### src/hw/dcache_macros.svh
`ifndef DCACHE_MACROS_SVH
`define DCACHE_MACROS_SVH

// geometry
`define DCACHE_NWAY      2
`define DCACHE_NSET      256
`define DCACHE_TAG_W     20
`define DCACHE_INDEX_W   8
`define DCACHE_OFFSET_W  4

// one line is also one memory read beat
`define DCACHE_LINE_W    128

// must be nonzero
`define DCACHE_LFSR_SEED 16'hACE1

`endif
### src/hw/dcache_pkg.sv
`include "dcache_macros.svh"

package dcache_pkg;

    typedef logic [31:0]                    addr_t;
    typedef logic [31:0]                    word_t;
    typedef logic [3:0]                     wstrb_t;
    typedef logic [`DCACHE_TAG_W-1:0]       tag_t;
    typedef logic [`DCACHE_INDEX_W-1:0]     index_t;
    typedef logic [`DCACHE_OFFSET_W-1:0]    offset_t;
    typedef logic [`DCACHE_LINE_W-1:0]      line_t;
    typedef logic [`DCACHE_LINE_W/8-1:0]    line_strb_t;
    typedef logic [`DCACHE_NWAY-1:0]        way_vec_t;

    typedef struct packed {
        logic valid;
        tag_t tag;
    } tag_entry_t;

    typedef struct packed {
        logic   op;     // 1 = store
        addr_t  addr;
        wstrb_t wstrb;
        word_t  wdata;
    } cpu_req_t;

    // word write placed in its lane of a line-wide beat
    typedef struct packed {
        addr_t      addr;
        line_strb_t wstrb;
        line_t      data;
    } mem_wr_t;

    typedef enum logic [2:0] {
        IDLE,
        LOOKUP,
        READ_REQ,
        READ_WAIT,
        WRITE_REQ
    } ctrl_state_e;

endpackage

### src/hw/dcache_ctrl.sv
`timescale 1ns/1ps

module dcache_ctrl
    import dcache_pkg::*;
(
    input  logic       clk,
    input  logic       rst,

    input  logic       valid,
    input  cpu_req_t   req,
    output logic       ready,
    output logic       data_ok,
    output word_t      rdata,

    output logic       rd_req,
    output addr_t      rd_addr,
    input  logic       rd_rdy,
    input  logic       ret_valid,
    input  line_t      ret_data,

    output logic       wr_req,
    output mem_wr_t    wr,
    input  logic       wr_rdy,

    output index_t     arr_index,
    output logic       arr_rd_en,
    output way_vec_t   tag_we,
    output tag_entry_t tag_wdata,
    output way_vec_t   line_we,
    output line_t      line_wdata,
    output line_strb_t line_wstrb,
    input  way_vec_t   hit_way,
    input  line_t      hit_line,
    input  logic       victim
);

    localparam int OFF_W  = $bits(offset_t);
    localparam int IDX_W  = $bits(index_t);
    localparam int TAG_W  = $bits(tag_t);
    localparam int ADDR_W = $bits(addr_t);
    localparam int WORD_W = $bits(word_t);
    localparam int NLANE  = $bits(line_t) / WORD_W;

    ctrl_state_e      state, next_state;
    cpu_req_t         req_q;
    logic             sweep_busy;
    index_t           sweep_cnt;
    logic             accept;
    logic             hit;
    logic [OFF_W-3:0] lane;
    way_vec_t         victim_way;
    index_t           req_index;
    index_t           buf_index;
    line_t            src_line;

    assign req_index  = req.addr[OFF_W +: IDX_W];
    assign buf_index  = req_q.addr[OFF_W +: IDX_W];
    assign lane       = req_q.addr[OFF_W-1:2];
    assign hit        = |hit_way;
    assign victim_way = way_vec_t'(1) << victim;

    assign ready  = (state == IDLE) && !sweep_busy;
    assign accept = valid && ready;

    always_ff @(posedge clk) begin
        if (rst) begin
            state <= IDLE;
        end else begin
            state <= next_state;
        end
    end

    // invalidate every set once after reset
    always_ff @(posedge clk) begin
        if (rst) begin
            sweep_busy <= 1'b1;
            sweep_cnt  <= '0;
        end else if (sweep_busy) begin
            sweep_cnt <= sweep_cnt + 1'b1;
            if (sweep_cnt == '1) sweep_busy <= 1'b0;
        end
    end

    always_ff @(posedge clk) begin
        if (accept) req_q <= req;
    end

    always_comb begin
        next_state = state;
        case (state)
            IDLE:      if (accept) next_state = LOOKUP;
            LOOKUP: begin
                if (req_q.op) next_state = WRITE_REQ;  // write-through, hit or miss
                else if (hit) next_state = IDLE;
                else          next_state = READ_REQ;
            end
            READ_REQ:  if (rd_rdy) next_state = READ_WAIT;
            READ_WAIT: if (ret_valid) next_state = IDLE;
            WRITE_REQ: if (wr_rdy) next_state = IDLE;
            default:   next_state = IDLE;
        endcase
    end

    assign rd_req  = (state == READ_REQ);
    assign rd_addr = {req_q.addr[ADDR_W-1:OFF_W], {OFF_W{1'b0}}};
    assign wr_req  = (state == WRITE_REQ);

    always_comb begin
        wr.addr  = req_q.addr;  // unaligned, memory picks the lane
        wr.wstrb = line_strb_t'(req_q.wstrb) << {lane, 2'b00};
        wr.data  = {NLANE{req_q.wdata}};
    end

    assign data_ok = (state == LOOKUP && !req_q.op && hit)
                  || (state == READ_WAIT && ret_valid)
                  || (state == WRITE_REQ && wr_rdy);

    assign src_line = (state == LOOKUP) ? hit_line : ret_data;
    assign rdata    = src_line[lane*WORD_W +: WORD_W];

    always_comb begin
        arr_index = buf_index;
        if (sweep_busy) begin
            arr_index = sweep_cnt;
        end else if (state == IDLE) begin
            arr_index = req_index;  // read on the accept edge
        end
        arr_rd_en = accept;

        tag_wdata.valid = !sweep_busy;
        tag_wdata.tag   = req_q.addr[ADDR_W-1 -: TAG_W];
        tag_we          = '0;
        line_we         = '0;
        line_wdata      = wr.data;
        line_wstrb      = wr.wstrb;

        if (sweep_busy) begin
            tag_we = '1;
        end else if (state == READ_WAIT && ret_valid) begin
            tag_we     = victim_way;  // refill
            line_we    = victim_way;
            line_wdata = ret_data;
            line_wstrb = '1;
        end else if (state == WRITE_REQ && wr_rdy) begin
            line_we = hit_way;  // no allocate on store miss
        end
    end

    a_rd_wr_excl : assert property (
        @(posedge clk) disable iff (rst) !(rd_req && wr_req)
    );

    // read request must hold until memory takes it
    a_rd_req_hold : assert property (
        @(posedge clk) disable iff (rst)
        rd_req && !rd_rdy |=> rd_req && $stable(rd_addr)
    );

endmodule

### config.mk
export PLATFORM = sky130hd
export DESIGN_NAME = dcache_ctrl
export DESIGN_NICKNAME = d
export VERILOG_FILES = /design/src/hw/dcache_pkg.sv /design/src/hw/dcache_ctrl.sv
export VERILOG_INCLUDE_DIRS = /design/src /design/src/hw
export SDC_FILE = /design/constraint.sdc
export NUM_CORES = 1
export LEC_CHECK = 0
export BUFFER_PORTS_ARGS = -buffer_cell sky130_fd_sc_hd__buf_2
export CAP_MARGIN = 20
export CORE_AREA = 2 2 293 295
export DETAILED_ROUTE_END_ITERATION = 6
export DIE_AREA = 0 0 295 297
export MAX_ROUTING_LAYER = met4
export PLACE_DENSITY = 0.3
export SLEW_MARGIN = 0
export SYNTH_ARGS = -nofsm -noshare
export SYNTH_HDL_FRONTEND = slang
export SYNTH_SLANG_ARGS = --single-unit
### constraint.sdc
create_clock -name clk -period 9.1 [get_ports clk]
set_input_delay 0.91 -clock clk [delete_from_list [all_inputs] [get_ports clk]]
set_output_delay 0.91 -clock clk [all_outputs]
set_load 0.1 [all_outputs]
==> flow_summary.toml, run 1 <==
[yosys]
ys_async_sr_fraction_pct = 0
ys_ff_latch = 81
yosysTopAreaCell = "edfxtp_1"
ys_types = 44
synth_area_um2 = 8540
seq_area_frac_synth_pct = 27.1
synth_edf_count = 69
yosysWarnings = 0
synth_cells = 962
yosysTopAreaCellShare_pct = 24.2
avgSynthCellArea_um2 = 8.88
ys_top_cells_by_area = "edfxtp_1, buf_4, mux2i_1"
synth-main-ff-cell = "edfxtp_1"

[global_routing]
antenna_found_initial = 9
grt_max_degree = 88
first_global_vias = 8522
grt_use_total_pct = 10.2
grt.overflow.total = 0
grt_pass1_wl_um = 61800

[flow_run]
maxCapViolCount = 0

[clock_tree]
cts_root_buffer = "clkbuf_16"
htreeDepth = 3
cts_hold_buf = 0
cts_tree = "yes"
clockBufferDepth = 2
post_cts_resized = 0
postCtsSetupRepairBufs = 0
numCtsBuffers = 9
cts.sinks = 81
clk_pin_slew_ps = 80
clk_latency_ps = 380

[worst_hold_path]
hp-class = "reg -> reg"

[timing]
worst_pin_slew_ps = 1000
fmax_ghz = 0.217
hold_viol_final = 0
fin_crit_ps = 4610
rsz0062_at_grt = "false"
setup_viol = 0
worst_slew_margin_rel_pct = 32.8
hold_ws_ps = 515
tns_ps = 0
worst_clock_skew_ps = 16.2
finalCritPeriodShare_pct = 50.7
slew_viol_final = 0

[floorplanning]
core_um2 = 84500
dieWidth_um = 295
num_rows = 107
ios = 756
start_util_pct = 10.1
die_area_um2 = 87600
die_y_um = 297

[route]
drt_wl_total_um = 46400
num_vias = 8523
first_iter_violations = 274
drtPass1Iterations = 4
drc = 0
wire_per_inst_um = 17.7
via_per_inst = 3.25
ant_nets = 0

[worst_setup_path]
crit_fanout = 84
cp-end-kind = "primary output"
crit_type = "reg -> out"
worstPathRequired_ps = 8190
cp_data_arrival_time_ps = 3700
regToRegSetupSlack_ps = 6530
start_kind = "flop"

[placed_design]
hpwl_um = 38700
port_buffers = 751
dpl_cell_area_um2 = 11800
routabilityCongestion = 0.839

[layout]
multiInputGateArea_um2 = 3540
final_area_um2 = 12100
nFillCells = 9769
finish.net_count = 1809
layout-drive-gt1-share_pct = 55.2
regArea_um2 = 2320
syn_to_final_growth_pct = 41.6

[status]
outcome = "finished clean"

[pwr]
vdd_drop_max_mv = 0.0600
switching_share_pct = 33.8
intPower_mw = 0.675
finalPower_mw = 1.02
combPwrFrac_pct = 22.2
clkPwrFrac_pct = 38.2
total_leakage_power_nw = 6.39
seqPwrFrac_pct = 39.6
power.switching_mw = 0.345
powerDensity_nw_per_um2 = 84.4
-- metal layers --
layer	GRT usage, %	share of wire, %	vias to the layer above
met2	17.8	49	466
met5	-	0	-
met4	2.93	2.4	0
met3	2.20	6.7	40
met1	11.8	41	3995
li1	-	-	4022
-- cells by family (layout without fill, tap and decap cells) --
kind of cell    Yosys count  in the layout  synth area share [%]
other cells               1              6                0.0439
xor+xnor                  4              4                 0.410
mux                     169            169                  24.5
flops                    81             81                  27.1
compound gates          188            188                  11.4
fa+ha+maj                 1              1                 0.146
simple gates             77             77                  4.60
buf+inv                 441            955                  31.9
-- layout make-up --
| cell class | instances | share of cell area [%] |
|---|---|---|
| diodes | 2 | 0.0414 |
| clock buffers | 10 | 1.89 |
| clock inverters | 6 | 0.403 |
| inverters | 175 | 5.43 |
| multi-input cells | 443 | 29.3 |
| flip-flops and latches | 81 | 19.1 |
| well taps | 1144 | 11.8 |
| repair buffers | 764 | 32.0 |
-- power by group through the flow --
stage / Clock (mW) / Sequential (mW) / Combinational, mW
floorplan: 0 / 0.412 / 0.118
global placement: 0 / 0.412 / 0.229
detailed placement: 0 / 0.412 / 0.230
CTS: 0.429 / 0.404 / 0.230
global route: 0.436 / 0.404 / 0.245
finish: 0.389 / 0.404 / 0.227
-- synthesized netlist by cell type, drive strengths merged (5+ instances only) --
| library cell | number |
|---|---|
| buf | 246 |
| bufbuf | 7 |
| mux2i | 137 |
| a21oi | 5 |
| inv | 175 |
| nand2 | 37 |
| edfxtp | 69 |
| mux4 | 32 |
| o21ai | 173 |
| clkbuf | 13 |
| dfxtp | 12 |
| and3 | 5 |
| nor2 | 9 |
-- metrics by stage --
step / cells / util (%) / worst slack [ps]
floorplan: 965 / - / 4610
global placement: 2607 / 14.0 / 4260
detailed placement: 2607 / 14.0 / 4250
CTS: 2623 / 14.3 / 4180
global route: 2624 / 14.3 / 4020
finish: 2625 / 14.3 / 4490
-- registers in the layout, indices dropped and copies added (netlist names) --
| name | count |
|---|---|
| sweep_busy | 1 |
| sweep_cnt | 8 |
| rd_addr | 28 |
| wr | 36 |
| req_q | 5 |
| state | 3 |
-- cell usage in the layout (no fill, tap or decap), types with 2 or more instances in the layout --
| cell type | count |
|---|---|
| xor2_1 | 3 |
| o21ai_1 | 128 |
| nand2_1 | 37 |
| dfxtp_1 | 11 |
| mux4_2 | 32 |
| nand3_1 | 3 |
| nor2b_1 | 3 |
| clkinvlp_4 | 3 |
| diode_2 | 2 |
| inv_6 | 3 |
| inv_1 | 175 |
| buf_4 | 12 |
| edfxtp_1 | 69 |
| nor3b_1 | 2 |
| nor2_1 | 9 |
| and3_1 | 4 |
| or3_1 | 3 |
| nand2b_1 | 3 |
| nand4_1 | 3 |
| nor4_1 | 2 |
| o21bai_1 | 4 |
| o21ai_0 | 45 |
| a21oi_1 | 5 |
| clkbuf_16 | 9 |
| buf_2 | 751 |
| conb_1 | 4 |
| mux2i_1 | 137 |
-- critical path, stage by stage (launching register included) --
cell and delay (ps):
dfxtp_1 610, nand4b_4 460, nand2b_4 590, buf_4 500, o21ai_1 500, buf_2 550
-- worst paths after layout --
check | depth (start not counted) | from | to
hold / removal | 2 | sweep_cnt[7] | sweep_cnt[7]
setup / recovery | 5 | state[1] | line_wdata[49]
setup reg to reg | 4 | state[0] | wr[8]
hold reg to reg | 2 | sweep_cnt[7] | sweep_cnt[7]
Note: power is estimated with default switching activity, not from simulation.
==> run 2, diff against run 1 <==
--- a/config.mk
+++ b/config.mk
@@ -8,9 +8,9 @@
 export LEC_CHECK = 0
 export BUFFER_PORTS_ARGS = -buffer_cell sky130_fd_sc_hd__buf_2
 export CAP_MARGIN = 20
-export CORE_AREA = 2 2 293 295
+export CORE_AREA = 2 2 296 298
 export DETAILED_ROUTE_END_ITERATION = 6
-export DIE_AREA = 0 0 295 297
+export DIE_AREA = 0 0 298 300
 export MAX_ROUTING_LAYER = met4
 export PLACE_DENSITY = 0.3
 export SLEW_MARGIN = 0
==> constraint.sdc (replaced) <==
create_clock -name clk -period 4.58 [get_ports clk]
set_input_delay 0.458 -clock clk [delete_from_list [all_inputs] [get_ports clk]]
set_output_delay 0.458 -clock clk [all_outputs]
set_load 0.1 [all_outputs]
==> flow_summary.toml, run 2 (synthesized netlist as in run 1, its figures left out) <==
[clock_tree]
cts.sinks = 81
cts_tree = "yes"
postCtsSetupRepairBufs = 0
post_cts_resized = 0
clk_pin_slew_ps = 90
clockBufferDepth = 2
htreeDepth = 3
cts_root_buffer = "clkbuf_16"
cts_hold_buf = 0
clk_latency_ps = 380
numCtsBuffers = 9

[floorplanning]
core_um2 = 86200
die_y_um = 300
start_util_pct = 9.91
num_rows = 108
ios = 756
dieWidth_um = 298
die_area_um2 = 89400

[layout]
finish.net_count = 1811
final_cell_mix = "buf_2, inv_1, mux2i_1"
nFillCells = 10102
layout-drive-gt1-share_pct = 55.4
post-route-util_pct = 14.1
largest_reg_flops = 36
layout_commonest_cell = "buf_2"
syn_to_final_growth_pct = 42.6

[route]
ant_nets = 0
via_per_inst = 3.26
drtPass1Iterations = 6
wire_per_inst_um = 18.3
first_iter_violations = 397
drc = 0
drt_wl_total_um = 48400
num_vias = 8609

[global_routing]
grt_pass1_wl_um = 64900
first_global_vias = 8652
grt_use_total_pct = 10.5
grt.overflow.total = 0
grt_max_degree = 92
antenna_found_initial = 12

[timing]
tns_ps = 0
setup_viol = 0
fin_crit_ps = 3380
finalCritPeriodShare_pct = 73.9
hold_viol_final = 0
worst_slew_margin_rel_pct = 37.9
slew_viol_final = 0
rsz0062_at_grt = "false"
worst_clock_skew_ps = 16.2
fin_ws_ps = 1200
worst_pin_slew_ps = 906
fmax_ghz = 0.296

[pwr]
switching_share_pct = 33.8
powerDensity_nw_per_um2 = 166
clkPwrFrac_pct = 38.4
intPower_mw = 1.34
total_leakage_power_nw = 6.42
combPwrFrac_pct = 22.0
seqPwrFrac_pct = 39.6
vdd_drop_max_mv = 0.133
power.switching_mw = 0.686

[worst_setup_path]
cp_data_arrival_time_ps = 2930
worstPathRequired_ps = 4120
start_kind = "flop"
path_cells = "buf_12, mux2i_1, mux4_2, inv_1, buf_2"
cp_slowest_cell = "mux4_2"
crit_path_max_incr_delay_ps = 520
crit_type = "reg -> out"
regToRegSetupSlack_ps = 2320
cp-end-kind = "primary output"
crit_fanout = 91
cp_num_buf_inv = 3
critPathTopFamily = "buffers and inverters"

[flow_run]
maxCapViolCount = 0

[placed_design]
hpwl_um = 39700
routabilityCongestion = 0.915
port_buffers = 751
pre_cts_slack_ps = 1510

[status]
outcome = "finished clean"

[worst_hold_path]
hp-class = "in -> reg"
[run 2: final timing paths]
kind                 from           end  cells after the start
max               wr[146]     rdata[14]                      5
min               req[23]        wr[23]                      1
max reg2reg    sweep_busy  sweep_cnt[7]                      4
min reg2reg  sweep_cnt[6]  sweep_cnt[6]                      2
[run 2: cell type report]
cell class	instances	area, um2	share of cell area [%]
Antenna cell	7	17.5	0.144
Clock buffer	10	229	1.88
Clock inverter	6	50.0	0.411
Inverter	175	657	5.39
Multi-Input combinational cell	443	3540	29.1
Sequential cell	81	2320	19.0
Tap cell	1155	1450	11.9
Timing Repair Buffer	766	3930	32.2
[run 2: per-stage QoR]
step	cells	power, mW	area [um2]	hold slack, ps
after floorplan	965	1.05	8560	471
after global placement	2619	1.27	11900	492
after detailed placement	2620	1.27	11900	508
after CTS	2636	2.11	12200	200
after global routing	2642	2.16	12200	206
final	2643	2.03	12200	243
[run 2: power groups by stage]
stage	clock network [mW]	registers, mW	logic [mW]
after floorplan	0	0.819	0.234
after global placement	0	0.819	0.449
after detailed placement	0	0.819	0.451
after CTS	0.861	0.802	0.452
after global routing	0.874	0.803	0.480
final	0.779	0.802	0.446
[run 2: metal layers]
layer,routed length [um],track usage [%],up-vias
li1,-,-,4048
met1,19900,12.3,4083
met2,24500,18.3,451
met3,3400,2.69,27
met4,563,1.99,0
met5,0,-,-
==> run 3, diff against run 2 <==
--- a/config.mk
+++ b/config.mk
@@ -6,11 +6,12 @@
 export SDC_FILE = /design/constraint.sdc
 export NUM_CORES = 1
 export LEC_CHECK = 0
+export ABC_AREA = 1
 export BUFFER_PORTS_ARGS = -buffer_cell sky130_fd_sc_hd__buf_2
 export CAP_MARGIN = 20
-export CORE_AREA = 2 2 296 298
+export CORE_AREA = 2 2 298 300
 export DETAILED_ROUTE_END_ITERATION = 6
-export DIE_AREA = 0 0 298 300
+export DIE_AREA = 0 0 300 302
 export MAX_ROUTING_LAYER = met4
 export PLACE_DENSITY = 0.3
 export SLEW_MARGIN = 0
==> constraint.sdc (replaced) <==
create_clock -name clk -period 3.3 [get_ports clk]
set_input_delay 0.33 -clock clk [delete_from_list [all_inputs] [get_ports clk]]
set_output_delay 0.33 -clock clk [all_outputs]
set_load 0.1 [all_outputs]
==> flow_summary.toml, run 3 <==
[clock_tree]
cts.sinks = 81
clockBufferDepth = 2
cts_root_buffer = "clkbuf_16"
clk_pin_slew_ps = 80
cts_tree = "yes"
post_cts_resized = 0
htreeDepth = 3
clk_latency_ps = 380
postCtsSetupRepairBufs = 0
numCtsBuffers = 9
cts_hold_buf = 0

[yosys]
synth-compound-area-share_pct = 12.7
ys_ff_latch = 81
yosysMostFrequentCell = "nand2_1"
synth-main-ff-cell = "edfxtp_1"
yosysWarnings = 0
synth_area_um2 = 8930
avgSynthCellArea_um2 = 6.20
synth-xor-area-share_pct = 0
synth_cells = 1440
ys_top_cells_by_area = "edfxtp_1, buf_4, nand2_1"
ys_async_sr_fraction_pct = 0
yosysTopAreaCell = "edfxtp_1"
synth_edf_count = 69
synthSimpleGateAreaFrac_pct = 28.5
ys_top_cells_by_count = "nand2_1, inv_1, buf_4"
synth_fa_ha_area_share_pct = 0.140
muxShareOfSynthArea_pct = 0
ys_types = 30
yosysTopAreaCellShare_pct = 23.2
seq_area_frac_synth_pct = 25.9
synth_top_family_by_area = "buffers and inverters"

[pwr]
power.switching_mw = 2.48
intPower_mw = 2.49
total_leakage_power_nw = 7.77
powerDensity_nw_per_um2 = 340
switching_share_pct = 49.9
clkPwrFrac_pct = 23.7
combPwrFrac_pct = 53.4
vdd_drop_max_mv = 0.276
seqPwrFrac_pct = 22.9

[layout]
largest_reg_flops = 36
final_cell_mix = "buf_2, nand2_1, inv_1"
layout-drive-gt1-share_pct = 42.7
final_cells = 3126
finish.net_count = 2286
nFillCells = 10264
layout_commonest_cell = "buf_2"
syn_to_final_growth_pct = 63.4

[timing]
finalCritPeriodShare_pct = 90.5
worst_pin_slew_ps = 765
fin_crit_ps = 2990
slew_viol_final = 0
worst_slew_margin_rel_pct = 49.0
setup_viol = 0
tns_ps = 0
fmax_ghz = 0.335
hold_viol_final = 0
rsz0062_at_grt = "false"
worst_clock_skew_ps = 14.6
hold_ws_ps = 116

[floorplanning]
die_area_um2 = 90600
start_util_pct = 10.2
num_rows = 109
die_y_um = 302
core_um2 = 87600
ios = 756
dieWidth_um = 300

[global_routing]
grt.overflow.total = 0
grt_use_total_pct = 11.8
antenna_found_initial = 4
grt_max_degree = 80
grt_pass1_wl_um = 75300
first_global_vias = 11033

[worst_setup_path]
cp-end-kind = "primary output"
crit_fanout = 79
path_cells = "inv_1, nand3_4, buf_12, buf_4, buf_4, nor2_1, o21ai_0, nand2_1, nand2_1, buf_12"
worstPathRequired_ps = 2970
cp_data_arrival_time_ps = 2660
start_kind = "flop"
crit_type = "reg -> out"
cp_slowest_cell = "dfxtp_1"
crit_path_max_incr_delay_ps = 370

[placed_design]
place_inst = 3105
port_buffers = 751
routabilityCongestion = 0.842
hpwl_um = 44400

[route]
drt_wl_total_um = 54000
drtPass1Iterations = 5
drc = 0
wire_per_inst_um = 17.3
num_vias = 10602
ant_nets = 0
first_iter_violations = 377
via_per_inst = 3.39

[status]
outcome = "finished clean"

[flow_run]
maxCapViolCount = 0

[worst_hold_path]
hp-class = "in -> reg"
[run 3: cell types whose count changed in the layout (fill, tap and decap cells not counted), moves of 20 or more]
| cell | change |
|---|---|
| mux2i_1 | -137 |
| inv_1 | +55 |
| buf_2 | -116 |
| nor3_1 | +20 |
| mux4_2 | -32 |
| nor2_1 | +77 |
| buf_12 | +122 |
| nand3_1 | +66 |
| o21ai_1 | +37 |
| nand2_1 | +373 |
[run 3: final timing paths]
check / startpoint / to / slack (ps) / depth (start not counted)
setup / recovery: state[1] / rdata[5] / 310 / 10
hold / removal: req[34] / req_q[34] / 120 / 1
setup reg to reg: state[0] / wr[11] / 1150 / 4
hold reg to reg: sweep_cnt[0] / sweep_cnt[0] / 510 / 2
[run 3: cell families (layout without fill, tap and decap cells)]
kind of cell | Yosys count | after routing
adders and majority gates | 1 | 1
buffers and inverters | 520 | 1033
AOI/OAI and AO/OA | 223 | 223
and+or+nand+nor | 614 | 614
other | 1 | 9
DFF | 81 | 81
[run 3: area by class of cell]
| cell class | instances | area, um2 | share of cell area [%] |
|---|---|---|---|
| antenna | 5 | 12.5 | 0.0857 |
| clock buffer | 10 | 239 | 1.64 |
| clock inverter | 6 | 73.8 | 0.506 |
| inverter | 234 | 881 | 6.03 |
| multi-input combinational | 842 | 3760 | 25.7 |
| sequential | 81 | 2310 | 15.9 |
| tap | 1165 | 1460 | 9.98 |
| timing repair buffer | 783 | 5870 | 40.2 |
[run 3: power by group through the flow]
stage / Combinational [mW] / Sequential (mW) / Clock [mW]
2_1_floorplan: 1.81 / 1.16 / 0
3_3_place_gp: 2.70 / 1.16 / 0
3_5_place_dp: 2.70 / 1.16 / 0
6_report: 2.65 / 1.14 / 1.18
4_1_cts: 2.71 / 1.14 / 1.27
5_1_grt: 2.92 / 1.14 / 1.29
[run 3: routing by layer]
layer | GRT usage [%] | vias to the layer above | share of wire [%]
li1 | - | 5251 | -
met1 | 12.9 | 4827 | 39
met2 | 21.0 | 480 | 51
met3 | 2.82 | 44 | 6.9
met4 | 3.89 | 0 | 2.7
met5 | - | - | 0
[run 3: per-stage QoR]
step | total power [mW] | worst slack (ps) | area (um2) | utilization, %
finish | 4.97 | 314 | 14600 | 16.7
global route | 5.35 | 195 | 14600 | 16.7
CTS | 5.11 | 306 | 14600 | 16.7
detailed placement | 3.86 | 763 | 14300 | 16.3
global placement | 3.87 | 797 | 14300 | 16.3
floorplan | 2.96 | -790 | 8990 | -
[run 3: worst max-delay path, delay by kind of cell, from the launching register on]
kind | cells | cell delay, ps
flip-flops | 1 | 370
buffers and inverters | 5 | 1020
AO/OA/AOI/OAI | 1 | 360
AND/OR/NAND/NOR | 4 | 410
